[src/common/rdwr_config.svh]
// Build-time constants for the host memory exerciser.
// Included by the package and by any module that sizes logic from these values.

`ifndef RDWR_CONFIG_SVH
`define RDWR_CONFIG_SVH

// Host memory word address and data widths
`define RDWR_ADDR_W 16
`define RDWR_DATA_W 64

// Each CSR block holds 2**RDWR_CSR_IDX_W words
`define RDWR_CSR_IDX_W 3
`define RDWR_MMIO_ADDR_W 8

// Per-engine cap on requests in flight, counted from FIFO entry to response
`define RDWR_MAX_OUTSTANDING 8
`define RDWR_FIFO_DEPTH 4

// Identifies this test to software through global CSRs 0 and 1
`define RDWR_TEST_ID 128'h3f0d92ab_6c41_4e57_b8a2_19c7e54d0a36

`endif

[src/common/rdwr_pkg.sv]
// Shared types for the MMIO channel, the host memory ports and engine control.
// Modules take these by a wildcard import in their header.

`default_nettype none

`include "rdwr_config.svh"

package rdwr_pkg;

    // One MMIO request; writes carry data, reads ignore it
    typedef struct packed {
        logic                         wr;
        logic [`RDWR_MMIO_ADDR_W-1:0] addr;
        logic [`RDWR_DATA_W-1:0]      data;
    } mmio_req_t;

    typedef struct packed {
        logic [`RDWR_DATA_W-1:0] data;
    } mmio_rsp_t;

    // Host memory request, addressed in words
    typedef struct packed {
        logic                    wr;
        logic [`RDWR_ADDR_W-1:0] addr;
        logic [`RDWR_DATA_W-1:0] data;
    } mem_req_t;

    // Write responses return zero data
    typedef struct packed {
        logic [`RDWR_DATA_W-1:0] data;
    } mem_rsp_t;

    // Write strobe from the CSR manager into one engine
    typedef struct packed {
        logic                       valid;
        logic [`RDWR_CSR_IDX_W-1:0] idx;
        logic [`RDWR_DATA_W-1:0]    data;
    } eng_csr_wr_t;

    typedef struct packed {
        logic                    busy;
        logic                    done;
        logic [`RDWR_ADDR_W-1:0] count;
        logic [`RDWR_DATA_W-1:0] checksum;
    } eng_status_t;

    typedef struct packed {
        logic [`RDWR_ADDR_W-1:0] base;
        logic [`RDWR_ADDR_W-1:0] count;
        logic [`RDWR_DATA_W-1:0] seed;
    } eng_cfg_t;

    typedef enum logic {
        MODE_READ  = 1'b0,
        MODE_WRITE = 1'b1
    } eng_mode_e;

endpackage

`default_nettype wire

[src/stream_fifo.sv]
// Valid/ready FIFO of RDWR_FIFO_DEPTH entries with a configurable payload type.
// Used for the MMIO request queue and for each engine's memory request queue.

`default_nettype none
`timescale 1ns/10ps

`include "rdwr_config.svh"

module stream_fifo #(
    parameter type payload_t = logic [7:0]
) (
    input  wire logic     clk,
    input  wire logic     rst_n,
    input  wire logic     in_valid,
    output logic          in_ready,
    input  wire payload_t in_data,
    output logic          out_valid,
    input  wire logic     out_ready,
    output payload_t      out_data
);

    localparam int DEPTH  = `RDWR_FIFO_DEPTH;
    localparam int PTR_W  = (DEPTH > 1) ? $clog2(DEPTH) : 1;
    localparam int USED_W = $clog2(DEPTH + 1);

    payload_t          buf_mem [DEPTH];
    logic [PTR_W-1:0]  wr_ptr;
    logic [PTR_W-1:0]  rd_ptr;
    logic [USED_W-1:0] used;
    logic              push;
    logic              pop;

    // Full and empty come straight from the occupancy count
    assign in_ready  = (used != USED_W'(DEPTH));
    assign out_valid = (used != '0);
    assign out_data  = buf_mem[rd_ptr];

    assign push = in_valid && in_ready;
    assign pop  = out_valid && out_ready;

    // Storage is written only on a push and read at the head pointer
    always_ff @(posedge clk)
    begin
        if (push)
        begin
            buf_mem[wr_ptr] <= in_data;
        end
    end

    always_ff @(posedge clk)
    begin
        if (!rst_n)
        begin
            wr_ptr <= '0;
            rd_ptr <= '0;
            used   <= '0;
        end
        else
        begin
            // Pointers wrap explicitly so any depth works, not only powers of two
            if (push)
            begin
                wr_ptr <= (wr_ptr == PTR_W'(DEPTH - 1)) ? '0 : wr_ptr + 1'b1;
            end
            if (pop)
            begin
                rd_ptr <= (rd_ptr == PTR_W'(DEPTH - 1)) ? '0 : rd_ptr + 1'b1;
            end
            // A simultaneous push and pop leaves the count unchanged
            if (push && !pop)
            begin
                used <= used + 1'b1;
            end
            else if (pop && !push)
            begin
                used <= used - 1'b1;
            end
        end
    end

endmodule

`default_nettype wire

[src/engine/host_mem_rdwr_engine.sv]
// One host memory traffic engine.
// Software programs base, count, seed and mode through CSR writes, then starts a run.
// The engine streams word requests to its memory port and folds read data into a checksum.

`default_nettype none
`timescale 1ns/10ps

`include "rdwr_config.svh"

module host_mem_rdwr_engine
    import rdwr_pkg::*;
(
    input  wire logic        clk,
    input  wire logic        rst_n,
    input  wire eng_csr_wr_t csr_wr,
    output eng_cfg_t         cfg,
    output eng_status_t      status,
    output logic             mem_req_valid,
    input  wire logic        mem_req_ready,
    output mem_req_t         mem_req,
    input  wire logic        mem_rsp_valid,
    input  wire mem_rsp_t    mem_rsp
);

    localparam int MAX_OUT = `RDWR_MAX_OUTSTANDING;
    localparam int OUT_W   = $clog2(MAX_OUT + 1);

    eng_cfg_t                cfg_q;
    eng_mode_e               mode_q;
    logic                    busy_q;
    logic                    done_q;
    logic [`RDWR_ADDR_W-1:0] issued_q;
    logic [`RDWR_ADDR_W-1:0] cmpl_q;
    logic [`RDWR_DATA_W-1:0] checksum_q;
    logic [OUT_W-1:0]        in_flight_q;

    logic     start;
    logic     gen_valid;
    logic     gen_ready;
    logic     gen_push;
    logic     rsp_take;
    mem_req_t gen_req;

    // ==================================================
    // CSR writes and run control
    // ==================================================

    // Start is only honoured from idle, so a second start mid-run has no effect
    assign start = csr_wr.valid && (csr_wr.idx == 3) && csr_wr.data[0] && !busy_q;

    always_ff @(posedge clk)
    begin
        if (!rst_n)
        begin
            cfg_q  <= '0;
            mode_q <= MODE_READ;
        end
        else if (csr_wr.valid && !busy_q)
        begin
            // Configuration is frozen while a run is active
            case (csr_wr.idx)
                0: cfg_q.base <= csr_wr.data[`RDWR_ADDR_W-1:0];
                1: cfg_q.count <= csr_wr.data[`RDWR_ADDR_W-1:0];
                2: cfg_q.seed <= csr_wr.data;
                3: if (csr_wr.data[0]) mode_q <= eng_mode_e'(csr_wr.data[1]);
                default: ;
            endcase
        end
    end

    // ==================================================
    // Request generator
    // ==================================================

    // Stall once every request is issued or the in-flight cap is reached
    assign gen_valid = busy_q && (issued_q != cfg_q.count) && (in_flight_q != OUT_W'(MAX_OUT));
    assign gen_push  = gen_valid && gen_ready;

    // Request i targets base + i and, when writing, carries seed + i
    assign gen_req.wr   = (mode_q == MODE_WRITE);
    assign gen_req.addr = cfg_q.base + issued_q;
    assign gen_req.data = cfg_q.seed + `RDWR_DATA_W'(issued_q);

    // The FIFO absorbs short bursts of memory back-pressure
    stream_fifo #(
        .payload_t(mem_req_t)
    ) u_req_fifo (
        .clk      (clk),
        .rst_n    (rst_n),
        .in_valid (gen_valid),
        .in_ready (gen_ready),
        .in_data  (gen_req),
        .out_valid(mem_req_valid),
        .out_ready(mem_req_ready),
        .out_data (mem_req)
    );

    // Responses only arrive for issued requests, so no ready is needed here
    assign rsp_take = mem_rsp_valid && busy_q;

    // ==================================================
    // Progress counters and checksum
    // ==================================================
    always_ff @(posedge clk)
    begin
        if (!rst_n)
        begin
            busy_q      <= 1'b0;
            done_q      <= 1'b0;
            issued_q    <= '0;
            cmpl_q      <= '0;
            checksum_q  <= '0;
            in_flight_q <= '0;
        end
        else
        begin
            if (start)
            begin
                busy_q     <= 1'b1;
                done_q     <= 1'b0;
                issued_q   <= '0;
                cmpl_q     <= '0;
                checksum_q <= '0;
            end
            else if (busy_q)
            begin
                if (gen_push)
                begin
                    issued_q <= issued_q + 1'b1;
                end
                if (rsp_take)
                begin
                    cmpl_q <= cmpl_q + 1'b1;
                    if (mode_q == MODE_READ)
                    begin
                        checksum_q <= checksum_q ^ mem_rsp.data;
                    end
                end
                // The registered count reaches the target the cycle after the last response
                if (cmpl_q == cfg_q.count)
                begin
                    busy_q <= 1'b0;
                    done_q <= 1'b1;
                end
            end

            // Requests count as in flight from FIFO entry until their response
            if (gen_push && !rsp_take)
            begin
                in_flight_q <= in_flight_q + 1'b1;
            end
            else if (rsp_take && !gen_push)
            begin
                in_flight_q <= in_flight_q - 1'b1;
            end
        end
    end

    assign cfg = cfg_q;
    assign status = '{busy: busy_q, done: done_q, count: cmpl_q, checksum: checksum_q};

endmodule

`default_nettype wire

[src/csr/csr_mgr.sv]
// MMIO front end. Queues requests, turns writes into engine CSR strobes and
// answers reads from the global CSRs or from an engine's config and status.
// Word address bits above the CSR index select the block: 0 global, 1.. engines.

`default_nettype none
`timescale 1ns/10ps

`include "rdwr_config.svh"

module csr_mgr
    import rdwr_pkg::*;
#(
    parameter int NUM_ENGINES = 2
) (
    input  wire logic        clk,
    input  wire logic        rst_n,
    input  wire logic        mmio_req_valid,
    output logic             mmio_req_ready,
    input  wire mmio_req_t   mmio_req,
    output logic             mmio_rsp_valid,
    input  wire logic        mmio_rsp_ready,
    output mmio_rsp_t        mmio_rsp,
    output eng_csr_wr_t      eng_csr_wr [NUM_ENGINES],
    input  wire eng_cfg_t    eng_cfg [NUM_ENGINES],
    input  wire eng_status_t eng_status [NUM_ENGINES]
);

    localparam int BLK_W = `RDWR_MMIO_ADDR_W - `RDWR_CSR_IDX_W;
    localparam logic [127:0] TEST_ID = `RDWR_TEST_ID;

    logic                       fifo_in_ready;
    logic                       head_valid;
    mmio_req_t                  head;
    logic                       pop;
    logic [BLK_W-1:0]           head_blk;
    logic [`RDWR_CSR_IDX_W-1:0] head_idx;
    logic [`RDWR_DATA_W-1:0]    rd_data;
    logic                       rsp_valid_q;
    mmio_rsp_t                  rsp_q;

    // Maps one engine CSR index onto its config and status fields
    function automatic logic [`RDWR_DATA_W-1:0] eng_read(
        input eng_cfg_t                   c,
        input eng_status_t                s,
        input logic [`RDWR_CSR_IDX_W-1:0] idx
    );
        logic [`RDWR_DATA_W-1:0] d;
        d = '0;
        case (idx)
            0: d = `RDWR_DATA_W'(c.base);
            1: d = `RDWR_DATA_W'(c.count);
            2: d = c.seed;
            3: d = `RDWR_DATA_W'({s.done, s.busy});
            4: d = `RDWR_DATA_W'(s.count);
            5: d = s.checksum;
            default: d = '0;
        endcase
        return d;
    endfunction

    // ==================================================
    // Request queue
    // ==================================================

    // New requests are held off while a read response waits for the host
    assign mmio_req_ready = fifo_in_ready && !rsp_valid_q;

    stream_fifo #(
        .payload_t(mmio_req_t)
    ) u_req_fifo (
        .clk      (clk),
        .rst_n    (rst_n),
        .in_valid (mmio_req_valid && !rsp_valid_q),
        .in_ready (fifo_in_ready),
        .in_data  (mmio_req),
        .out_valid(head_valid),
        .out_ready(pop),
        .out_data (head)
    );

    // One request per cycle, and only when the response slot is free
    assign pop      = head_valid && (!rsp_valid_q || mmio_rsp_ready);
    assign head_blk = head.addr[`RDWR_MMIO_ADDR_W-1:`RDWR_CSR_IDX_W];
    assign head_idx = head.addr[`RDWR_CSR_IDX_W-1:0];

    // ==================================================
    // Write strobes and read data
    // ==================================================
    always_comb
    begin
        for (int e = 0; e < NUM_ENGINES; e++)
        begin
            // Engine e owns block e + 1, global writes go nowhere
            eng_csr_wr[e].valid = pop && head.wr && (head_blk == BLK_W'(e + 1));
            eng_csr_wr[e].idx   = head_idx;
            eng_csr_wr[e].data  = head.data;
        end
    end

    always_comb
    begin
        rd_data = '0;
        if (head_blk == '0)
        begin
            case (head_idx)
                0: rd_data = TEST_ID[63:0];
                1: rd_data = TEST_ID[127:64];
                2: rd_data = `RDWR_DATA_W'(NUM_ENGINES);
                default: rd_data = '0;
            endcase
        end
        else
        begin
            // Blocks past the last engine fall through and read zero
            for (int e = 0; e < NUM_ENGINES; e++)
            begin
                if (head_blk == BLK_W'(e + 1))
                begin
                    rd_data = eng_read(eng_cfg[e], eng_status[e], head_idx);
                end
            end
        end
    end

    // Read response register, held until the host takes it
    always_ff @(posedge clk)
    begin
        if (!rst_n)
        begin
            rsp_valid_q <= 1'b0;
        end
        else if (pop && !head.wr)
        begin
            rsp_valid_q <= 1'b1;
        end
        else if (mmio_rsp_ready)
        begin
            rsp_valid_q <= 1'b0;
        end
    end

    always_ff @(posedge clk)
    begin
        if (pop && !head.wr)
        begin
            rsp_q.data <= rd_data;
        end
    end

    assign mmio_rsp_valid = rsp_valid_q;
    assign mmio_rsp       = rsp_q;

endmodule

`default_nettype wire

[src/rdwr_afu.sv]
// Top level of the host memory exerciser.
// Connects the MMIO channel to the CSR manager and gives each of the two
// engines its own host memory port.

`default_nettype none
`timescale 1ns/10ps

module rdwr_afu
    import rdwr_pkg::*;
(
    input  wire logic      clk,
    input  wire logic      rst_n,
    // MMIO channel
    input  wire logic      mmio_req_valid,
    output logic           mmio_req_ready,
    input  wire mmio_req_t mmio_req,
    output logic           mmio_rsp_valid,
    input  wire logic      mmio_rsp_ready,
    output mmio_rsp_t      mmio_rsp,
    // Engine 0 memory port
    output logic           e0_mem_req_valid,
    input  wire logic      e0_mem_req_ready,
    output mem_req_t       e0_mem_req,
    input  wire logic      e0_mem_rsp_valid,
    input  wire mem_rsp_t  e0_mem_rsp,
    // Engine 1 memory port
    output logic           e1_mem_req_valid,
    input  wire logic      e1_mem_req_ready,
    output mem_req_t       e1_mem_req,
    input  wire logic      e1_mem_rsp_valid,
    input  wire mem_rsp_t  e1_mem_rsp
);

    localparam int NUM_ENGINES = 2;

    eng_csr_wr_t eng_csr_wr [NUM_ENGINES];
    eng_cfg_t    eng_cfg [NUM_ENGINES];
    eng_status_t eng_status [NUM_ENGINES];

    // ==================================================
    // CSR manager and engines
    // ==================================================
    csr_mgr #(
        .NUM_ENGINES(NUM_ENGINES)
    ) u_csr_mgr (
        .clk           (clk),
        .rst_n         (rst_n),
        .mmio_req_valid(mmio_req_valid),
        .mmio_req_ready(mmio_req_ready),
        .mmio_req      (mmio_req),
        .mmio_rsp_valid(mmio_rsp_valid),
        .mmio_rsp_ready(mmio_rsp_ready),
        .mmio_rsp      (mmio_rsp),
        .eng_csr_wr    (eng_csr_wr),
        .eng_cfg       (eng_cfg),
        .eng_status    (eng_status)
    );

    // Engine 0 sits at MMIO words 0x08 to 0x0F
    host_mem_rdwr_engine u_eng0 (
        .clk          (clk),
        .rst_n        (rst_n),
        .csr_wr       (eng_csr_wr[0]),
        .cfg          (eng_cfg[0]),
        .status       (eng_status[0]),
        .mem_req_valid(e0_mem_req_valid),
        .mem_req_ready(e0_mem_req_ready),
        .mem_req      (e0_mem_req),
        .mem_rsp_valid(e0_mem_rsp_valid),
        .mem_rsp      (e0_mem_rsp)
    );

    // Engine 1 sits at MMIO words 0x10 to 0x17
    host_mem_rdwr_engine u_eng1 (
        .clk          (clk),
        .rst_n        (rst_n),
        .csr_wr       (eng_csr_wr[1]),
        .cfg          (eng_cfg[1]),
        .status       (eng_status[1]),
        .mem_req_valid(e1_mem_req_valid),
        .mem_req_ready(e1_mem_req_ready),
        .mem_req      (e1_mem_req),
        .mem_rsp_valid(e1_mem_rsp_valid),
        .mem_rsp      (e1_mem_rsp)
    );

endmodule

`default_nettype wire

[config.mk]
export PLATFORM = sky130hd
export DESIGN_NAME = rdwr_afu
export DESIGN_NICKNAME = d
export VERILOG_FILES = /design/src/common/rdwr_pkg.sv /design/src/stream_fifo.sv /design/src/engine/host_mem_rdwr_engine.sv /design/src/csr/csr_mgr.sv /design/src/rdwr_afu.sv
export VERILOG_INCLUDE_DIRS = /design/src /design/src/common
export SDC_FILE = /design/constraint.sdc
export NUM_CORES = 2
export LEC_CHECK = 0
export BUFFER_PORTS_ARGS = -buffer_cell sky130_fd_sc_hd__clkbuf_2
export CAP_MARGIN = 15
export CORE_MARGIN = 2
export CORE_UTILIZATION = 25
export CTS_BUF_LIST = sky130_fd_sc_hd__clkbuf_4 sky130_fd_sc_hd__clkbuf_8
export DETAILED_ROUTE_END_ITERATION = 16
export PLACE_DENSITY = 0.39
export SYNTH_ARGS = -nofsm -noshare
export SYNTH_HDL_FRONTEND = slang
export SYNTH_SLANG_ARGS = --single-unit
[constraint.sdc]
create_clock -name clk -period 6.7 [get_ports clk]
set_input_delay 1.34 -clock clk [delete_from_list [all_inputs] [get_ports clk]]
set_output_delay 1.34 -clock clk [all_outputs]
set_load 0.02 [all_outputs]
=== Yosys cells after proc, flatten, opt, wreduce, memory -nomap -nowiden ===
Memories as Yosys holds them, arrays and structs flattened. A register that Yosys moved wholly into a read port is not among the register bits.
Index checks and enable logic that the tools add are counted.

* Shift operators: 0
* Reduce and logical (&&, ||, !) cells: 79
* Add/sub/neg operators: 24
* Multiply operators: 0
* Eq/ne operators: 22
* Bitwise logic cells: 5
* Div/mod/pow operators: 0
* Magnitude comparators: 0
* Multiplexer cells: 42

{| class="wikitable"
|+ Operator list
! cell !! number
|-
| $pmux 64 s6 || 2
|-
| $mux 64 || 3
|-
| $pmux 64 s3 || 1
|-
| $add 64x16->64 || 2
|-
| $xor 64x64->64 || 2
|-
| $add 16x1->16 const B || 4
|-
| $logic_and 1x1->1 || 37
|-
| $add 16x16->16 || 2
|-
| $eq 16x16->1 || 2
|-
| $ne 16x16->1 || 2
|-
| $mux 2 || 12
|-
| $reduce_and 2->1 || 12
|-
| $mux 3 || 6
|-
| $mux 4 || 4
|-
| $mux 1 || 14
|-
| $add 2x1->2 const B || 6
|-
| $eq 2x2->1 const B || 6
|-
| $logic_not 1->1 || 12
|-
| $reduce_and 3->1 || 4
|-
| $reduce_bool 2->1 || 6
|-
| $add 3x1->3 const B || 3
|-
| $ne 3x3->1 const B || 3
|-
| $reduce_bool 3->1 || 3
|-
| $sub 3x1->3 const B || 3
|-
| other kinds (13) || 21
|}

* Output and inout bits: 230
* Bits in writable memories: 940
* Input port bits: 209
* Memories kept: 3
* Register bits after elaboration: 484
* Memory bits (read-only): 0
* Latch bits: 0
* Word-level logic and storage cells: 206

{| class="wikitable"
|+ Memory list
! memory !! depth !! bits a word !! rd ports !! clocked after memory_dff !! write ports !! RTL line !! source
|-
| u_eng0.u_req_fifo.buf_mem || 4 || 81 || 1 || 1 || 1 || stream_fifo.sv:26 || <nowiki>payload_t buf_mem [DEPTH];</nowiki>
|-
| u_eng1.u_req_fifo.buf_mem || 4 || 81 || 1 || 1 || 1 || stream_fifo.sv:26 ||
|-
| u_csr_mgr.u_req_fifo.buf_mem || 4 || 73 || 1 || 1 || 1 || stream_fifo.sv:26 ||
|}

=== Logic depth before layout (Yosys ltp) ===
* Word-level depth: 9
* Depth in mapped cells: 14
* Mapped depth without buffers: 13

=== By module ===
From an unflattened synthesis, not the netlist that was laid out.

* Cells, all modules: 4,542
* Area, all modules: 62,079.5 µm²

{| class="wikitable"
|+ By module, submodules not included
! module !! seq. area each (µm²) !! cells an instance !! times used !! area an instance (µm²)
|-
| stream_fifo (u_eng0.u_req_fifo ...) || 9,909.5 || 474 || 2 || 12,145.4
|-
| stream_fifo (u_csr_mgr.u_req_fifo) || 8,948.6 || 432 || 1 || 10,993.0
|-
| host_mem_rdwr_engine (u_eng0) || 3,983.8 || 1,329 || 1 || 10,770.3
|-
| host_mem_rdwr_engine (u_eng1) || 3,983.8 || 1,279 || 1 || 10,543.9
|-
| csr_mgr || 1,941.9 || 554 || 1 || 5,481.5
|}

=== Worst setup path after synthesis ===
No wires, ideal clock.

* Path type: in2reg
* Start point: input mmio_rsp_ready
* End point: register u_csr_mgr.rsp_q (netlist bit u_csr_mgr.mmio_rsp[0]), enable pin
* Cell stages on the path: 4
* Path buffers: 1
* Data required time: 6.212 ns
* Setup time: 0.488 ns
* Path slack: 1.734 ns
* Data arrival time: 4.478 ns
* Cells stage by stage: nor2b_1 -> or2_1 -> clkbuf_1 -> nor2_1

* Word-level cells in the longest chain between the ends: 3

{| class="wikitable"
|+ Ends and longest elaborated chain
! element !! RTL line !! source
|-
| start: declaration || rdwr_afu.sv:18 || <nowiki>input wire logic mmio_rsp_ready,</nowiki>
|-
| $logic_or 1x1->1 || csr_mgr.sv:82 || <nowiki>assign pop = head_valid && (!rsp_valid_q || mmio_rsp_ready);</nowiki>
|-
| $logic_and 1x1->1 || csr_mgr.sv:82 ||
|-
| $logic_and 1x1->1 || csr_mgr.sv:144 || <nowiki>if (pop && !head.wr)</nowiki>
|-
| end: declaration || csr_mgr.sv:39 || <nowiki>mmio_rsp_t rsp_q;</nowiki>
|}

No other way between the ends.
A chain may end at the register's enable or synchronous reset.

==> out/results.tsv <==
stage	metric	value	unit
status	status	finished, final reports clean	
cts	worst skew pair latency	1.05	ns
detailed_routing	DRT Wirelength	217000	um
detailed_routing	per-cell routed wire length	26.2	um
timing	RSZ-0062 raised after global routing	false	
logic_synthesis	sequential share of the synthesized area	63.4	%
placement	Placed Instance Area	66800	sq um
detailed_routing	via count	37900	
layout	most frequent cells in the layout	1,004 x edfxtp_1, 437 x clkbuf_2, 420 x dfxtp_1, 377 x nand2_1, 299 x clkbuf_8	
placement	HPWL Detailed	153000	um
logic_synthesis	Synth cell types	71	
worst_setup_path	CP Capture Type	primary output	
placement	RePlAce Congestion	0.830	
timing	final number of max-transition violations	0	
timing	Setup TNS	0	ns
logic_synthesis	EDFF count, synth	1004	
timing	Hold WS	0.457	ns
detailed_routing	drt initial violations	2754	
layout	Area Growth Syn to Fin	18.4	%
die	die area	248000	sq um
logic_synthesis	Ys Warns	0	
die	Die X	498	um
die	Site Rows	181	
worst_setup_path	Worst R2R Setup Slack	2.02	ns
timing	crit path time final	4.73	ns
logic_synthesis	synthesized net count	4612	
global_routing	grt ovf	0	
logic_synthesis	Synth Instances	4304	
logic_synthesis	syn avg cell area	14.2	sq um
global_routing	initial antenna violation count	38	
die	initial cell density of the core	25.1	%
die	IO Count	439	
timing	Clock Skew	0.102	ns
worst_setup_path	crit path DAT	3.39	ns
detailed_routing	Post-route DRC	0	
cts	CTS root buf	clkbuf_8	
layout	commonest non-fill, non-tap cell in the layout	edfxtp_1	
cts	cts hold-fix bufs	0	
layout	Final Instance Area	72200	sq um
worst_setup_path	CP peak stage delay	0.81	ns
worst_hold_path	worst hold path class	register to register	
global_routing	global-route wire length before repair	300000	um
cts	CTS Buf Count	285	
timing	fin crit share	70.5	%
logic_synthesis	post-synthesis async set-or-reset flop share	0	%
cts	CTS tree	built	
detailed_routing	DR vias/cell	4.58	
worst_setup_path	CP max stage cell	dfxtp_4	
timing	Hold Fails Final Rpt	0	
worst_setup_path	crit-path cells	buf_12 > mux4_2 > clkbuf_2	
global_routing	largest net degree at the start of global routing	104	
worst_setup_path	CP Buf/Inv Count	2	
power_and_ir_drop	maximum VDD drop	0.248	mV
die	core footprint	243000	sq um
timing	# setup viols final	0	
worst_setup_path	CP Max Fanout	51	
timing	f_max	212	MHz
logic_synthesis	Synth Cell Area	61000	sq um
layout	Final Net Count	5163	
flow_run	max cap viols	0	
global_routing	vias in the first global route	38100	
timing	Max transition margin	24.7	%
cts	htree depth	5	
cts	clock slew at reported path FFs	0.06	ns
timing	slew at the pin closest to its max-slew limit	1.13	ns
placement	IO Port Bufs	438	
detailed_routing	Pre-antenna DRT Iters	5	
logic_synthesis	ys flop type	edfxtp_1	
worst_setup_path	Critical Path RT	5.36	ns
power_and_ir_drop	P per Cell Area	338	nW/um^2
cts	deepest clock path buffer count	4	
cts	cts repair resizes	0	
logic_synthesis	flops & latches, synth	1430	
worst_setup_path	Top Family by Delay on Critical Path	flip-flops	
cts	post-CTS setup repair buffer count	0	
die	Die H	498	um
worst_setup_path	kind of critical path	register to primary output	
worst_setup_path	critical path launch point type	register	
global_routing	gr usage total	17.1	%
cts	clock net sink count	1430	
power_and_ir_drop	Leakage	0.0251	uW
detailed_routing	Routed Antenna Nets	0	
layout	share of cells above drive strength 1	24.3	%
-- tightest hold or removal path, cell delays in order, from the launching register on --
cell and delay (ns):
dfxtp_1 0.31, nand2_1 0.05, a21boi_0 0.09
-- power breakdown --
group	total [uW]	switching, uW	internal [uW]
logic	5250	3480	1760
registers	10500	574	9940
clock network	8670	3780	4880
total	24400	7840	16600
-- cell usage after synthesis (all sizes together), types with 12 or more instances --
library cell	n	area, sq um
buf	92	536
nor2	302	1130
and3	36	225
a21boi	77	578
xor2	217	1900
nor4	12	90.1
o21ai	71	355
a22oi	100	751
xnor2	188	1650
o22ai	21	131
nand2b	18	113
a21o	21	158
inv	53	199
or3	19	119
nand4	47	294
dfxtp	426	8530
ha	90	1130
mux2i	193	1930
nand2	379	1430
a21oi	74	370
a211oi	12	103
and2	34	213
edfxtp	1004	30100
mux4	239	5380
nor2b	152	951
nand3	88	440
nor3	47	235
o221ai	39	342
clkbuf	136	510
-- through the flow --
step / setup slack (ns) / power [uW] / util (%) / cells
2_1_floorplan: 1.73 / 13600 / - / 4304
3_3_place_gp: 1.90 / 16100 / 27.5 / 7769
3_5_place_dp: 1.88 / 16100 / 27.5 / 7770
4_1_cts: 1.77 / 24900 / 29.7 / 8252
5_1_grt: 1.57 / 25500 / 29.7 / 8256
6_report: 1.97 / 24400 / 29.7 / 8269
-- cell type report --
class	count	area [sq um]
multi-input cells	2593	21200
inverters	53	199
fillers	24500	171000
clock inverters	62	373
repair buffers	492	2690
well taps	3202	4010
clock buffers	420	5020
flip-flops and latches	1430	38700
diodes	17	42.5
-- routing by layer --
layer | track usage [%] | wire length [um] | vias to the layer above
met3 | 3.72 | 11600 | 327
met5 | 0 | 200 | -
met2 | 26.3 | 97900 | 1070
li1 | - | - | 17200
met1 | 23.4 | 99400 | 19200
met4 | 6.63 | 7700 | 36
-- cells by family after synthesis --
group / count (synthesis) / synth area share, %
compound gates: 484 / 5.49
xor+xnor: 405 / 5.81
fa+ha+maj: 99 / 2.14
flops: 1430 / 63.4
buf+inv: 281 / 2.04
simple gates: 1170 / 9.07
mux: 435 / 12.1
-- flip-flops by register name (all words and copies together), names as in the netlist, 3 cells and up, named ones only --
signal,count
u_eng0.cfg,96
u_eng0.issued_q,16
u_eng1.cmpl_q,16
u_eng1.u_req_fifo.buf_mem,324
u_eng0.in_flight_q,4
u_eng1.u_req_fifo.used,3
u_eng0.checksum_q,64
u_eng1.issued_q,16
u_eng0.cmpl_q,16
u_csr_mgr.mmio_rsp,64
u_eng0.u_req_fifo.used,3
u_eng1.cfg,96
u_eng1.in_flight_q,4
u_eng1.checksum_q,64
u_csr_mgr.u_req_fifo.buf_mem,292
u_csr_mgr.u_req_fifo.used,3
u_eng0.u_req_fifo.buf_mem,324
-- path summary, 6_finish.rpt --
kind,from,endpoint,cells after the start
setup / recovery,register,e0_mem_req[52],3
hold / removal,u_eng1.u_req_fifo.rd_ptr[1],register,2
hold reg to reg,u_eng1.u_req_fifo.rd_ptr[1],register,2
setup reg to reg,register,u_eng0.checksum_q[3],8
Power figures use the tool's default switching activity.
